`config.mk`:
```
export PLATFORM = sky130hd
export DESIGN_NAME = l2_backing_mem
export DESIGN_NICKNAME = d
export VERILOG_FILES = /design/src/hw/l1i_pkg.sv /design/src/hw/l2_backing_mem.sv
export SDC_FILE = /design/constraint.sdc
export NUM_CORES = 1
export LEC_CHECK = 0
export BUFFER_PORTS_ARGS = -buffer_cell sky130_fd_sc_hd__buf_2
export CAP_MARGIN = 5
export CORE_AREA = 2 2 208 210
export CTS_BUF_LIST = sky130_fd_sc_hd__clkbuf_16
export CTS_CLUSTER_DIAMETER = 30
export CTS_CLUSTER_SIZE = 12
export DETAILED_ROUTE_END_ITERATION = 8
export DIE_AREA = 0 0 210 212
export PLACE_DENSITY = 0.35
export SYNTH_ARGS = -nofsm -noshare
export SYNTH_HDL_FRONTEND = slang
export SYNTH_SLANG_ARGS = --single-unit
```
`constraint.sdc`:
```
create_clock -name clk -period 1.7 [get_ports clk]
set_input_delay 0.34 -clock clk [delete_from_list [all_inputs] [get_ports clk]]
set_output_delay 0.34 -clock clk [all_outputs]
set_load 0.03 [all_outputs]
```
`src/hw/l1i_pkg.sv`:
```
package l1i_pkg;

    // fetch address split: tag | index | offset
    localparam int TAG_BITS    = 21;
    localparam int INDEX_BITS  = 5;
    localparam int OFFSET_BITS = 6;

    // line address as seen by the L2
    localparam int L2_TAG_BITS   = 18;
    localparam int L2_INDEX_BITS = 8;
    localparam int L2_ADDR_BITS  = L2_TAG_BITS + L2_INDEX_BITS;

    localparam int WORDS_PER_LINE = 16;
    localparam int LINE_BITS      = WORDS_PER_LINE * 32;

    // every L2 word is its byte address xor this
    localparam logic [31:0] L2_PATTERN = 32'h5a3c_0f96;

    typedef enum logic [1:0]
    {
        s_idle     = 2'b00,
        s_compare  = 2'b01,
        s_allocate = 2'b11
    } ctrl_state_t;

endpackage

```
`src/hw/l2_backing_mem.sv`:
```
`timescale 1ns/100ps

module l2_backing_mem
    import l1i_pkg::*;
#(
    parameter int L2_LATENCY = 4
)
(
    input  logic                    clk,
    input  logic                    nrst,
    input  logic                    mem_read,
    input  logic [L2_ADDR_BITS-1:0] mem_line_addr,
    output logic                    mem_ready,
    output logic [LINE_BITS-1:0]    mem_line
);

    localparam int CNT_BITS = (L2_LATENCY > 1) ? $clog2(L2_LATENCY) : 1;

    logic                    busy;
    logic [CNT_BITS-1:0]     count;
    logic [L2_ADDR_BITS-1:0] addr_q;
    logic [LINE_BITS-1:0]    line_img;

    // word w of line a lives at byte address {a, w, 2'b00}
    always_comb
    begin
        for (int w = 0; w < WORDS_PER_LINE; w++)
            line_img[w*32 +: 32] = {addr_q, 4'(w), 2'b00} ^ L2_PATTERN;
    end

    always_ff @(posedge clk or negedge nrst)
    begin
        if (!nrst)
        begin
            busy      <= 1'b0;
            count     <= '0;
            mem_ready <= 1'b0;
        end
        else
        begin
            mem_ready <= 1'b0;
            if (!busy)
            begin
                if (mem_read)
                begin
                    busy  <= 1'b1;
                    count <= CNT_BITS'(L2_LATENCY - 1);
                end
            end
            else if (mem_ready)
                busy <= 1'b0;           // stay busy through the ready cycle
            else if (count != '0)
                count <= count - 1'b1;
            else
                mem_ready <= 1'b1;
        end
    end

    // line held until the next reply
    always_ff @(posedge clk)
    begin
        if (!busy && mem_read)
            addr_q <= mem_line_addr;
        if (busy && !mem_ready && (count == '0))
            mem_line <= line_img;
    end

endmodule

```
=== Word-level counts from Yosys, hierarchy flattened ===
Cells that the tools add are included.

* Bits in registers: 494
* Input bits: 29

* Add/sub/neg operators: 1
* Eq/ne operators: 2
* Muxes and demuxes: 10
* Bitwise logic cells: 4
* Reduce and logical (&&, ||, !) cells: 9

{| class="wikitable"
|+ Operators by type and width
! cell !! count
|-
| 16-bit inverter || 4
|-
| 2-bit 2-to-1 mux || 4
|-
| 1-bit 2-to-1 mux || 6
|-
| 2-bit nonzero test || 2
|-
| 1-bit logical AND || 3
|-
| 3-bit AND reduction || 1
|-
| 1-bit zero test || 2
|-
| 2-bit zero test || 1
|-
| 2-bit by 1-bit inequality test with 1-bit output (second input constant) || 1
|-
| 2-bit inequality test (second input constant) || 1
|-
| 2-bit by 1-bit subtractor with 2-bit output (second input constant) || 1
|}

=== Logic depth before layout (Yosys ltp) ===
* Depth in word-level cells: 4
* Depth in mapped cells: 5
* Depth with buffers taken out: 5

=== Worst setup path after synthesis ===
No wires, ideal clock.

* Kind: reg2reg
* From: register busy
* To: register addr_q[0] (enable)
* Library setup time: 390 ps
* Arrival: 1,200 ps
* Data required time: 1,310 ps
* Path slack: 110 ps
* Cell stages (with the launch flop): 2
* Buffers on the path: 0
* Clock period less this slack: 1,590 ps
* Path through: dfrtp_1 -> nor2b_2

* Longest elaborated chain between the ends: 2

{| class="wikitable"
|+ Ends and longest elaborated chain
! item !! line !! source
|-
| start: declaration || l2_backing_mem.sv:19 || <nowiki>logic busy;</nowiki>
|-
| start signal: assignment || l2_backing_mem.sv:35 || <nowiki>busy <= 1'b0;</nowiki>
|-
| start signal: assignment || l2_backing_mem.sv:46 || <nowiki>busy <= 1'b1;</nowiki>
|-
| start signal: assignment || l2_backing_mem.sv:51 || <nowiki>busy <= 1'b0;</nowiki>
|-
| 1-bit zero test || l2_backing_mem.sv:62 || <nowiki>if (!busy && mem_read)</nowiki>
|-
| 1-bit logical AND || l2_backing_mem.sv:62 ||
|-
| end signal: assignment || l2_backing_mem.sv:63 || <nowiki>addr_q <= mem_line_addr;</nowiki>
|-
| end: declaration || l2_backing_mem.sv:21 || <nowiki>logic [L2_ADDR_BITS-1:0] addr_q;</nowiki>
|}

No other way between the ends.
A chain may end at the register's enable or synchronous reset.

==> run metrics <==
power per cell area 1860 mW/mm2; Final #Nets 671; row count 76; worst hold path startpoint mem_line_addr[10]; asr flop ratio synth 7.14%; Hold Path Depth 1; crit path from mem_line[510]; core area 0.0425 mm2; non-filler cells in the finished layout 1188; RR Startpoint count[0]; Comb pwr share 65.2%; Slew Limit Fails 0; largest cells by area after synthesis buf_4 (67%), edfxtp_1 (29%), dfrtp_1 (1.8%); DP Area 0.00515 mm2; number of global-route vias before repair 1631; TritonCTS clock tree built; Worst Tran Pin Value 0.521 ns; ys flop type edfxtp_1; P_sw 0.00598 W; Final Skew 0.00775 ns; Worst slew margin 65.2%; Data required, critical path 1.36 ns; Worst VDD drop 543 uV; final core area utilization 12.6%; hold path endpoint addr_q[10]; Post-synth EDFFs 52; Gate Count Post-Synth 571; fin crit share 95.6%; status finished clean; CTS Sinks 56; initial antenna violation count 0; worst hold path class input pin to register; share of layout cells above drive strength 1 72.6%; Post-route DRC 0; Worst Path Arrival 1.29 ns; first-pass GRT wire length 11500 um; CP bufs+invs 1; synthesis-to-finish area growth -1.63%; Leakage 2.86 nW; crit-path max FO 16; Overall Global Routing Usage 3.70%; most frequent cell after synthesis buf_4; CP Capture Type primary output; startpoint types register; Yosys top cell area share 66.8%; crit path max-delay cell type edfxtp_1; clock group share of total power 12.2%; wirelength, routed 10100 um; Clock Pin Slew Worst Setup and Hold Paths 0.08 ns; final non-filler cell area 0.00538 mm2; synthesized flop and latch total 56; Reg power frac 22.6%; CP max stage delay 0.68 ns; dpl cells 1175; Pre-antenna DRT Iters 2; leading area contributor after synthesis buf_4; worst skew pair latency 0.31 ns; f_max 615 MHz; synth cell count leaders buf_4 (486), edfxtp_1 (52), inv_1 (16); total CTS buffers 5; maxcap violations 0; Initial Utilization 12.9%; Post-DP HPWL 8130 um; post-route ant nets 0; Power Total 0.00997 W; Die Wd 210 um; synth unique cells 15; DR iter-0 viols 66; critical path, cell by cell buf_2; die height 212 um; FF-to-FF path depth 4; vias 2786; I/O Buffers 445; reg2reg end mem_line[503]; setup violators final 0; final hold vios 0; largest net degree at the start of global routing 29; Yosys warnings 0; RSZ-0062 raised after global routing false; Clock Path Buffers 2; H-tree Lvls 2; global route overflow 0; Worst path top cell family by delay flip-flops; routed vias/inst 2.35; switch share 59.9%; Mapped Area 0.00546 mm2; r2r setup slk 0.28 ns; CTS Root Cell clkbuf_16; post-route setup TNS 0 ns; Tmin final 1.63 ns; antenna cells 0; Mean Syn Cell Area 9.57 um2; wire per inst 8.54 um; worst setup path class register to primary output; I/O pin cnt 542; P_int 0.00399 W; Seq/Total Area, Yosys 30.4%; Die ar. 0.0445 mm2; Placer Congestion 0.605
## per-layer routing
layer  part of all wire (%)  wire (um)  vias to the layer above  GRT usage (%)
met5                      0          0                        -              0
met4                    1.6        159                        0           1.76
li1                       -          -                     1321              -
met3                    9.2        938                        7           1.20
met1                     38       3850                     1209           4.11
met2                     51       5200                      249           6.40
## placed cells by master, fill, tap and decap left out
master           n
clkinv_2         1
buf_4            5
a211oi_1         1
o31a_2           1
a31oi_1          1
buf_2          445
ha_1             1
bufinv_16        1
conb_1          96
o21ai_0          1
nor2_1           1
a21o_2           1
inv_1           17
dlygate4sd3_1    1
dfrtp_1          4
edfxtp_1        52
nor2b_4          1
o311ai_1         1
clkbuf_16        5
and3_2           2
buf_12           4
## area by class of cell
cell class	instances	area [um2]
multi-input cells	107	452
clock buffers	5	125
flip-flops and latches	56	1660
inverters	16	60.1
clock inverters	3	38.8
well taps	546	683
fillers	4799	37100
repair buffers	455	2350
## worst max path at each step
stage	endpoint	slack, ns	depth (start not counted)
3_5_place_dp	mem_line[491]	0.27	4
5_1_grt	mem_line[62]	0.01	1
6_report	mem_line[62]	0.07	1
3_3_place_gp	mem_line[491]	0.30	4
4_1_cts	mem_line[88]	0.009	1
2_1_floorplan	addr_q[0]	0.11	1
## logic make-up after synthesis
family | after synthesis | share of synthesized area [%]
buffers and inverters | 502 | 67.9
DFF | 56 | 30.4
AOI/OAI and AO/OA | 6 | 0.847
and+or+nand+nor | 4 | 0.504
other | 2 | 0.137
adders and majority gates | 1 | 0.229
## per-stage QoR
stage / worst slack (ns) / hold slack (ns)
2_1_floorplan: 0.110 / 0.0444
3_3_place_gp: 0.297 / 0.154
3_5_place_dp: 0.274 / 0.153
4_1_cts: 0.00899 / 0.176
5_1_grt: 0.0139 / 0.181
6_report: 0.0742 / 0.197
## flip-flops by register name, summed over array words and instances (netlist names)
| signal | flops |
|---|---|
| count | 2 |
| addr_q | 26 |
| busy | 1 |
| mem_line | 26 |
| mem_ready | 1 |
## power by group through the flow
| stage | logic, W | registers [W] | clock network, W |
|---|---|---|---|
| floorplan | 0.00674 | 0.00257 | 0 |
| global placement | 0.00650 | 0.00232 | 0 |
| detailed placement | 0.00646 | 0.00235 | 0 |
| CTS | 0.00650 | 0.00230 | 0.00130 |
| global route | 0.00681 | 0.00234 | 0.00133 |
| finish | 0.00650 | 0.00225 | 0.00122 |
## timing repair
action	4_1_cts	5_1_grt
resized for setup	0	0
setup endpoints to repair	16	17
endpoints found under the hold margin	4	0
buffers inserted	2	2
hold buffers	1	0
No activity file was read; power rests on OpenSTA's default activity.
