--- config.mk ---
export PLATFORM = sky130hd
export DESIGN_NAME = l2_refill_arbiter
export DESIGN_NICKNAME = d
export VERILOG_FILES = /design/src/hw/l1i_pkg.sv /design/src/hw/l2_refill_arbiter.sv
export SDC_FILE = /design/constraint.sdc
export NUM_CORES = 1
export LEC_CHECK = 0
export ABC_CLOCK_PERIOD_IN_PS = 3300
export BUFFER_PORTS_ARGS = -buffer_cell sky130_fd_sc_hd__buf_2
export CAP_MARGIN = 20
export CORE_ASPECT_RATIO = 1.1
export CORE_UTILIZATION = 28
export DETAILED_ROUTE_END_ITERATION = 12
export PLACE_DENSITY = 0.84
export SLEW_MARGIN = 20
export SYNTH_ARGS = -nofsm -noshare
export SYNTH_HDL_FRONTEND = slang
export SYNTH_SLANG_ARGS = --single-unit
--- constraint.sdc ---
create_clock -name clk -period 3.3 [get_ports clk]
set_input_delay 0.495 -clock clk [delete_from_list [all_inputs] [get_ports clk]]
set_output_delay 0.495 -clock clk [all_outputs]
set_load 0.03 [all_outputs]
--- src/hw/l1i_pkg.sv ---
package l1i_pkg;

    // fetch address split: tag | index | offset
    localparam int TAG_BITS    = 21;
    localparam int INDEX_BITS  = 5;
    localparam int OFFSET_BITS = 6;

    // line address as seen by the L2
    localparam int L2_TAG_BITS   = 18;
    localparam int L2_INDEX_BITS = 8;
    localparam int L2_ADDR_BITS  = L2_TAG_BITS + L2_INDEX_BITS;

    localparam int WORDS_PER_LINE = 16;
    localparam int LINE_BITS      = WORDS_PER_LINE * 32;

    // every L2 word is its byte address xor this
    localparam logic [31:0] L2_PATTERN = 32'h5a3c_0f96;

    typedef enum logic [1:0]
    {
        s_idle     = 2'b00,
        s_compare  = 2'b01,
        s_allocate = 2'b11
    } ctrl_state_t;

endpackage

--- src/hw/l2_refill_arbiter.sv ---
`timescale 1ns/100ps

module l2_refill_arbiter
    import l1i_pkg::*;
(
    input  logic                    clk,
    input  logic                    nrst,
    input  logic                    read_l2_0,
    input  logic [L2_ADDR_BITS-1:0] line_addr_0,
    input  logic                    read_l2_1,
    input  logic [L2_ADDR_BITS-1:0] line_addr_1,
    output logic                    ready_l2_0,
    output logic                    ready_l2_1,
    output logic                    mem_read,
    output logic [L2_ADDR_BITS-1:0] mem_line_addr,
    input  logic                    mem_ready
);

    logic busy;
    logic owner;
    logic prio;     // preferred port on a tie

    always_ff @(posedge clk or negedge nrst)
    begin
        if (!nrst)
        begin
            busy  <= 1'b0;
            owner <= 1'b0;
            prio  <= 1'b0;
        end
        else if (busy)
        begin
            if (mem_ready)
            begin
                busy <= 1'b0;
                prio <= !owner;     // other port goes first next time
            end
        end
        else if (read_l2_0 || read_l2_1)
        begin
            busy  <= 1'b1;
            owner <= (read_l2_0 && read_l2_1) ? prio : read_l2_1;
        end
    end

    assign mem_read      = busy;
    assign mem_line_addr = owner ? line_addr_1 : line_addr_0;
    assign ready_l2_0    = mem_ready && busy && !owner;
    assign ready_l2_1    = mem_ready && busy && owner;

    // every memory reply goes to exactly one port
    a_one_ready: assert property (@(posedge clk) disable iff (!nrst)
        mem_ready |-> $onehot({ready_l2_1, ready_l2_0}));

endmodule

### Word-level counts from Yosys, hierarchy flattened

Cells that the tools add are included.

| word-level totals | value |
|---|---|
| bits in registers | 3 |
| word-level logic and storage cells | 17 |
| bits in read-only memories | 0 |
| RAM bits | 0 |
| latch bits | 0 |
| memories kept | 0 |
| input port bits | 57 |

| operators by class | value |
|---|---|
| shifts and indexed selects | 0 |
| eq/ne operators | 0 |
| multiply operators | 0 |
| bitwise operators | 1 |
| add/sub/neg operators | 0 |
| reductions and logical operators | 8 |
| magnitude comparators | 0 |
| multiplexer cells | 5 |
| divide/modulo/power cells | 0 |

Operator list:

| kind | number |
|---|---|
| $mux W26 | 1 |
| $logic_and A1 B1 Y1 | 4 |
| $mux W1 | 4 |
| $reduce_and A2 Y1 | 2 |
| $logic_not A1 Y1 | 1 |
| $logic_or A1 B1 Y1 | 1 |
| $not A1 Y1 | 1 |

### Depth between registers and ports, before layout

Gate-level depths: netlist of run 1.

| logic depth | value |
|---|---|
| depth in word-level cells | 3 |
| gate-level depth with buffers | 3 |
| depth with buffers taken out | 2 |

### Least setup slack after synthesis of run 1

OpenSTA, ideal clock, no wires.

| timing path | value |
|---|---|
| path type | reg-to-output |
| start point | register owner |
| end point | output port mem_line_addr[15] |
| setup slack | 1.818 ns |
| cell stages (with the launch flop) | 4 |
| data required time | 2.805 ns |
| data arrival time | 0.987 ns |
| cell sequence | dfrtp_1 buf_6 buf_6 mux2_4 |

| between the ends | value |
|---|---|
| cells in the longest elaborated chain, start to end | 1 |

Ends and longest elaborated chain:

| item | line | text |
|---|---|---|
| from (decl) | l2_refill_arbiter.sv:20 | `logic owner;` |
| from (signal assigned) | l2_refill_arbiter.sv:42 | `owner <= (read_l2_0 && read_l2_1) ? prio : read_l2_1;` |
| $mux W26 | l2_refill_arbiter.sv:47 | `assign mem_line_addr = owner ? line_addr_1 : line_addr_0;` |
| to (decl) | l2_refill_arbiter.sv:15 | `output logic [L2_ADDR_BITS-1:0] mem_line_addr,` |

No other way between the ends.

### Final worst setup path of run 1

| timing path | value |
|---|---|
| start point | register owner |
| end point | output port mem_line_addr[12] |

Same word-level chain as after synthesis.

==> metrics, run 1 <==
run status finished, final reports clean; Area growth syn-to-layout 93.3%; most common cell in the synthesized netlist mux2_2; Vias/cell roughly 4.6; CTS resizes 0; Initial DRC Count 0; Yosys cell types 12; Pwr Density a little over 500 mW/mm2; IO Pins 86; Die Area around 0.0019 mm2; fillers approximately 150; min Tclk post-route 2.30 ns; number of global-route vias before repair around 610; initial antenna violation count 0; GP Congestion slightly below 0.7; WS Path Type flop to output pin; WL per Instance 11.8 um; Seq cells post-synth 3; slowest stage cell, crit path dfrtp_1; top post-synthesis cells by area mux2_2, mux2_4, dfrtp_1, buf_6, nor2b_1; total power draw slightly below 0.5 mW; routed vias approximately 660; Buf/Inv on CP 2; post-synth net total just under 100; Final Hold Fails 0; Arr. time, crit path 1.80 ns; P_leak around 0.56 nW; CP required about 2.8 ns; DR DRC count 0; Post-DRT Antenna Nets 0; Std-Cell Rows 15; critical-path cell list buf_4, mux2_2, buf_2; max-slew violations 0; peak supply drop between 0.2 and 0.3 mV; layout cells sized above 1 between 80% and 90%; Post-synth top cells mux2_2, mux2_4, dfrtp_1; Core Footprint 0.00160 mm2; Syn Inst Count 41; area of the multi-input gates between 300 and 400 um2; Post-CTS Hold Buffers 0; Worst Hold Class primary input to asynchronous set/reset pin; DPL Wire Length 1.48 mm; grt ovf 0; crit end category output pin; Max Clock Freq 0.436 GHz; antenna cells 0; PortBufs 85; setup TNS 0 ns; Synth area leader mux2_2; syn avg cell area about 12 um2; Synth async-reset ratio 100%; first-pass GRT wire length 2.54 mm; total of warnings raised by yosys 0; final core occ 58.8%; skew final between 0.003 and 0.004 ns; Worst-path clk slew 0.04 ns; worst hold slack 0.0486 ns; MaxCap Viol Count 0; register area around 75 um2; TritonCTS clock tree yes; total track usage between 15 and 20%; CTS Buf Count 3; startpoint types flop; Critical Path Fanout Max 15; Finish-stage setup viols 0; Clock Tree Buf Depth 2; worst-margin pin slew between 0.5 and 0.6 ns; htree depth 1; DP Area ~910 um2; DRT Pass-1 Iters 1; pin count of the biggest net entering global routing 16; EDFF count, synth 0; setup bufs post-CTS 0; Horiz. Die Dim between 40 and 50 um; ys flop type dfrtp_1; RSZ-0062 raised after global routing no; Final #Nets about 190; Largest delay share family, worst path flip-flops; Clk Latency, worst-skew pair approximately 0.23 ns; Die Span Y ~46 um; CP max stage delay 0.68 ns; sequential area share after synthesis between 10% and 20%; Finished Cell Area 938 um2; post-synth top area share roughly two fifths; Synth Cell Area between 400 and 500 um2; Initial Util a little over 30%; clk sink count 3; fin crit share between 60% and 70%; Slew HR between 60% and 70%; CTS Root Cell clkbuf_4; Routed WL approximately 1.7 mm
[stage by stage]
stage,setup WS [ns],instances
after detailed placement,1.22,141
after global placement,1.25,141
after CTS,0.949,145
after global routing,0.879,145
final,1.00,145
after floorplan,1.82,41
[placed cells by master, fill, tap and decap left out]
cell        n
buf_2      85
nand2_1     2
clkbuf_1    1
clkbuf_4    3
mux2_4      8
buf_4       1
a2bb2oi_1   1
mux2_2     18
dfrtp_1     3
nor2b_1     2
o31a_1      1
a21o_1      1
and3b_1     1
and3_1      1
[final timing paths]
path | cells past startpoint | start | slack, ns | endpoint
worst max-delay path | 3 | owner | 1.00 | mem_line_addr[12]
worst min-delay path | 1 | nrst | 0.05 | owner
worst max register to register | 2 | owner | 2.10 | prio
worst min register to register | 1 | prio | 0.50 | prio
max in group asynchronous | 1 | nrst | 3.14 | prio
min in group clk | 2 | read_l2_0 | 0.49 | mem_read
[per-layer routing]
metal  track usage [%]  part of all wire, %  wire, um
met5                 0                    0         0
met4              9.68                    0         0
met3              6.75                   14       241
met2              34.1                   54       923
met1              16.8                   32       541
[kinds of logic after synthesis]
kind of cell           Yosys count  synth area share, %
and+or+nand+nor                  6                 7.22
AOI/OAI and AO/OA                3                 5.16
DFF                              3                 15.5
muxes                           26                 66.5
buffers and inverters            3                 5.67
[flip-flops by register name, summed over array words and instances (netlist names)]
name,cells
owner,1
prio,1
mem_read,1
[power breakdown]
part	total [mW]	internal (mW)	switching (mW)	leakage, nW
Clock	0.0647	0.0453	0.0194	0.0150
Sequential	0.0655	0.0448	0.0207	0.0349
Combinational	0.357	0.157	0.200	0.512
Total	0.487	0.247	0.240	0.562
[layout make-up]
cell class,count,share of cell area [%]
Sequential cell,3,8.00
Multi-Input combinational cell,35,40.8
Clock buffer,4,2.80
Tap cell,17,2.27
Timing Repair Buffer,86,46.1
Power figures use the tool's default switching activity.
==> inputs of run 2 (changes only) <==
- ABC_CLOCK_PERIOD_IN_PS: 3300 -> 2100
- CORE_UTILIZATION: 28 -> 24
- PLACE_DENSITY: 0.84 -> 0.76
- clock period: 3.3 -> 2.1 ns (I/O delays scaled with it)
==> run 2 against run 1 <==
Die area is 16% higher. Final area is 3.7% higher. First-iteration DRC count is 2 higher. Sequential cell count stayed put. Utilization is 6.0 points lower. Combinational power is 64% higher. Final cell count is 7.6% higher. Clock power is 59% higher. Largest cell class unchanged. Highest routed layer is now met4.
==> metrics, run 2 (synthesis results as in run 1) <==
run status finished, final reports clean (unchanged); Reg2Reg Setup Slack 1.04 ns (was 2.10 ns); IO Pins 86 (unchanged); Final Hold Fails 0 (unchanged); Initial Util 26.4% (was 30.4%); FF-to-FF Start owner (unchanged); worst-margin pin slew 0.375 ns (was 0.551 ns); Post-DRT Antenna Nets 0 (unchanged); number of global-route vias before repair 629 (was 612); Final #Nets 187 (was 186); crit end category output pin (unchanged); WL per Instance 11.0 um (was 11.8 um); Critical Path Fanout Max 20 (was 15); setup TNS 0 ns (unchanged); antenna cells 0 (unchanged); DR DRC count 0 (unchanged); Routed WL 1.72 mm (was 1.71 mm); WS Path Type flop to output pin (unchanged); DRT Pass-1 Iters 3 (was 1); Initial DRC Count 2 (was 0); GP Congestion 0.668 (was 0.680); Max Clock Freq between 0.5 and 0.6 GHz; hold depth 2; layout cells sized above 1 89.1% (was 89.8%); Core Footprint 0.00184 mm2 (was 0.00160 mm2); fin crit share about nine tenths; TritonCTS clock tree yes (unchanged); grt ovf 0 (unchanged); CTS Buf Count 3 (unchanged); clk sink count 3 (unchanged); DP Area 937 um2 (was 912 um2); Die Span Y 49.2 um (was 45.7 um); highest-count cells in the layout ignoring fill and taps buf_2, mux2_2, mux2_4 (unchanged); P_leak 0.571 nW (was 0.562 nW); Post-CTS Hold Buffers 1 (was 0); skew final 0.00180 ns (was 0.00343 ns); routed vias 667 (was 664); Clk Latency, worst-skew pair 0.23 ns (about the same); Arr. time, crit path 1.55 ns (was 1.80 ns); Pwr Density 803 mW/mm2 (was 519 mW/mm2); htree depth 1 (unchanged); setup bufs post-CTS 0 (unchanged); Hold Startpoint read_l2_0; Slew HR 75.0% (was 63.3%); MaxCap Viol Count 0 (unchanged); Clock Tree Buf Depth 2 (unchanged); Std-Cell Rows 16 (was 15); Area growth syn-to-layout 101% (was 93.3%); initial antenna violation count 0 (unchanged); Worst-path clk slew 0.04 ns (about the same); Worst Hold Class primary input to flop (was primary input to asynchronous set/reset pin); Horiz. Die Dim 44.9 um (was 41.7 um); peak supply drop 0.397 mV (was 0.256 mV); Finished Cell Area 973 um2 (was 938 um2); CP required 1.78 ns (was 2.80 ns); CTS Root Cell clkbuf_4 (unchanged); worst r2r dst prio (unchanged); DPL Wire Length 1.48 mm (about the same); fillers 180 (was 149); CTS resizes 0 (unchanged); Die Area 0.00221 mm2 (was 0.00190 mm2); Vias/cell 4.28 (was 4.58); PortBufs 85 (unchanged); max-slew violations 0 (unchanged); RSZ-0062 raised after global routing no (unchanged); worst reg-to-reg path cell count 2 (unchanged); Finish-stage setup viols 0 (unchanged); pin count of the biggest net entering global routing 21 (was 16); total track usage 14.7% (was 17.9%); worst-case hold path end point mem_read; commonest non-fill, non-tap cell in the layout buf_2 (unchanged); startpoint types flop (unchanged); min Tclk post-route about 1.9 ns; first-pass GRT wire length 2.36 mm (was 2.54 mm)
## run 2: changes by cell type in the layout (fill, tap and decap cells not counted), sizes merged
cell         change
dlygate4sd3      +1
## run 2: routing by layer
| layer | global-route usage (%) | part of all wire [%] | vias to the layer above |
|---|---|---|---|
| met5 | 0 | 0 | - |
| met4 | 7.58 | 0.70 | 0 |
| met3 | 4.07 | 15 | 2 |
| met2 | 28.9 | 52 | 58 |
| met1 | 12.4 | 32 | 276 |
| li1 | - | - | 331 |
## run 2: final cells by class
cell class | instances | area [um2] | share of cell area [%]
multi-input cells | 35 | 383 | 39.3
well taps | 27 | 33.8 | 3.47
flip-flops and latches | 3 | 75.1 | 7.71
clock buffers | 4 | 26.3 | 2.70
repair buffers | 87 | 455 | 46.8
## run 2: worst max path at each step
stage	from	to	slack (ns)	cells after the start
6_report	owner	mem_line_addr[12]	0.23	3
5_1_grt	owner	mem_line_addr[14]	0.14	3
4_1_cts	owner	mem_line_addr[12]	0.21	3
3_5_place_dp	owner	mem_line_addr[14]	0.46	3
3_3_place_gp	owner	mem_line_addr[14]	0.49	3
2_1_floorplan	owner	mem_line_addr[15]	0.80	3
## run 2: per-stage QoR
| step | utilization [%] | std cells | worst slack, ns | power (mW) | hold slack (ns) |
|---|---|---|---|---|---|
| floorplan | - | 41 | 0.798 | 0.530 | 0.0194 |
| global placement | 50.9 | 151 | 0.493 | 0.670 | 0.113 |
| detailed placement | 50.9 | 151 | 0.460 | 0.681 | 0.121 |
| CTS | 52.9 | 156 | 0.206 | 0.792 | 0.306 |
| global route | 52.9 | 156 | 0.141 | 0.827 | 0.309 |
| finish | 52.9 | 156 | 0.231 | 0.782 | 0.311 |
## run 2: worst max-delay path, cell delays in order (launching register included)
cell	delay (ns)
dfrtp_1	0.56
buf_12	0.23
mux2_2	0.35
buf_2	0.18
## run 2: power by group
group          leakage (nW)  switching [mW]  internal, mW
Combinational         0.521           0.324         0.260
Sequential           0.0349          0.0237        0.0706
Clock                0.0150          0.0317        0.0713
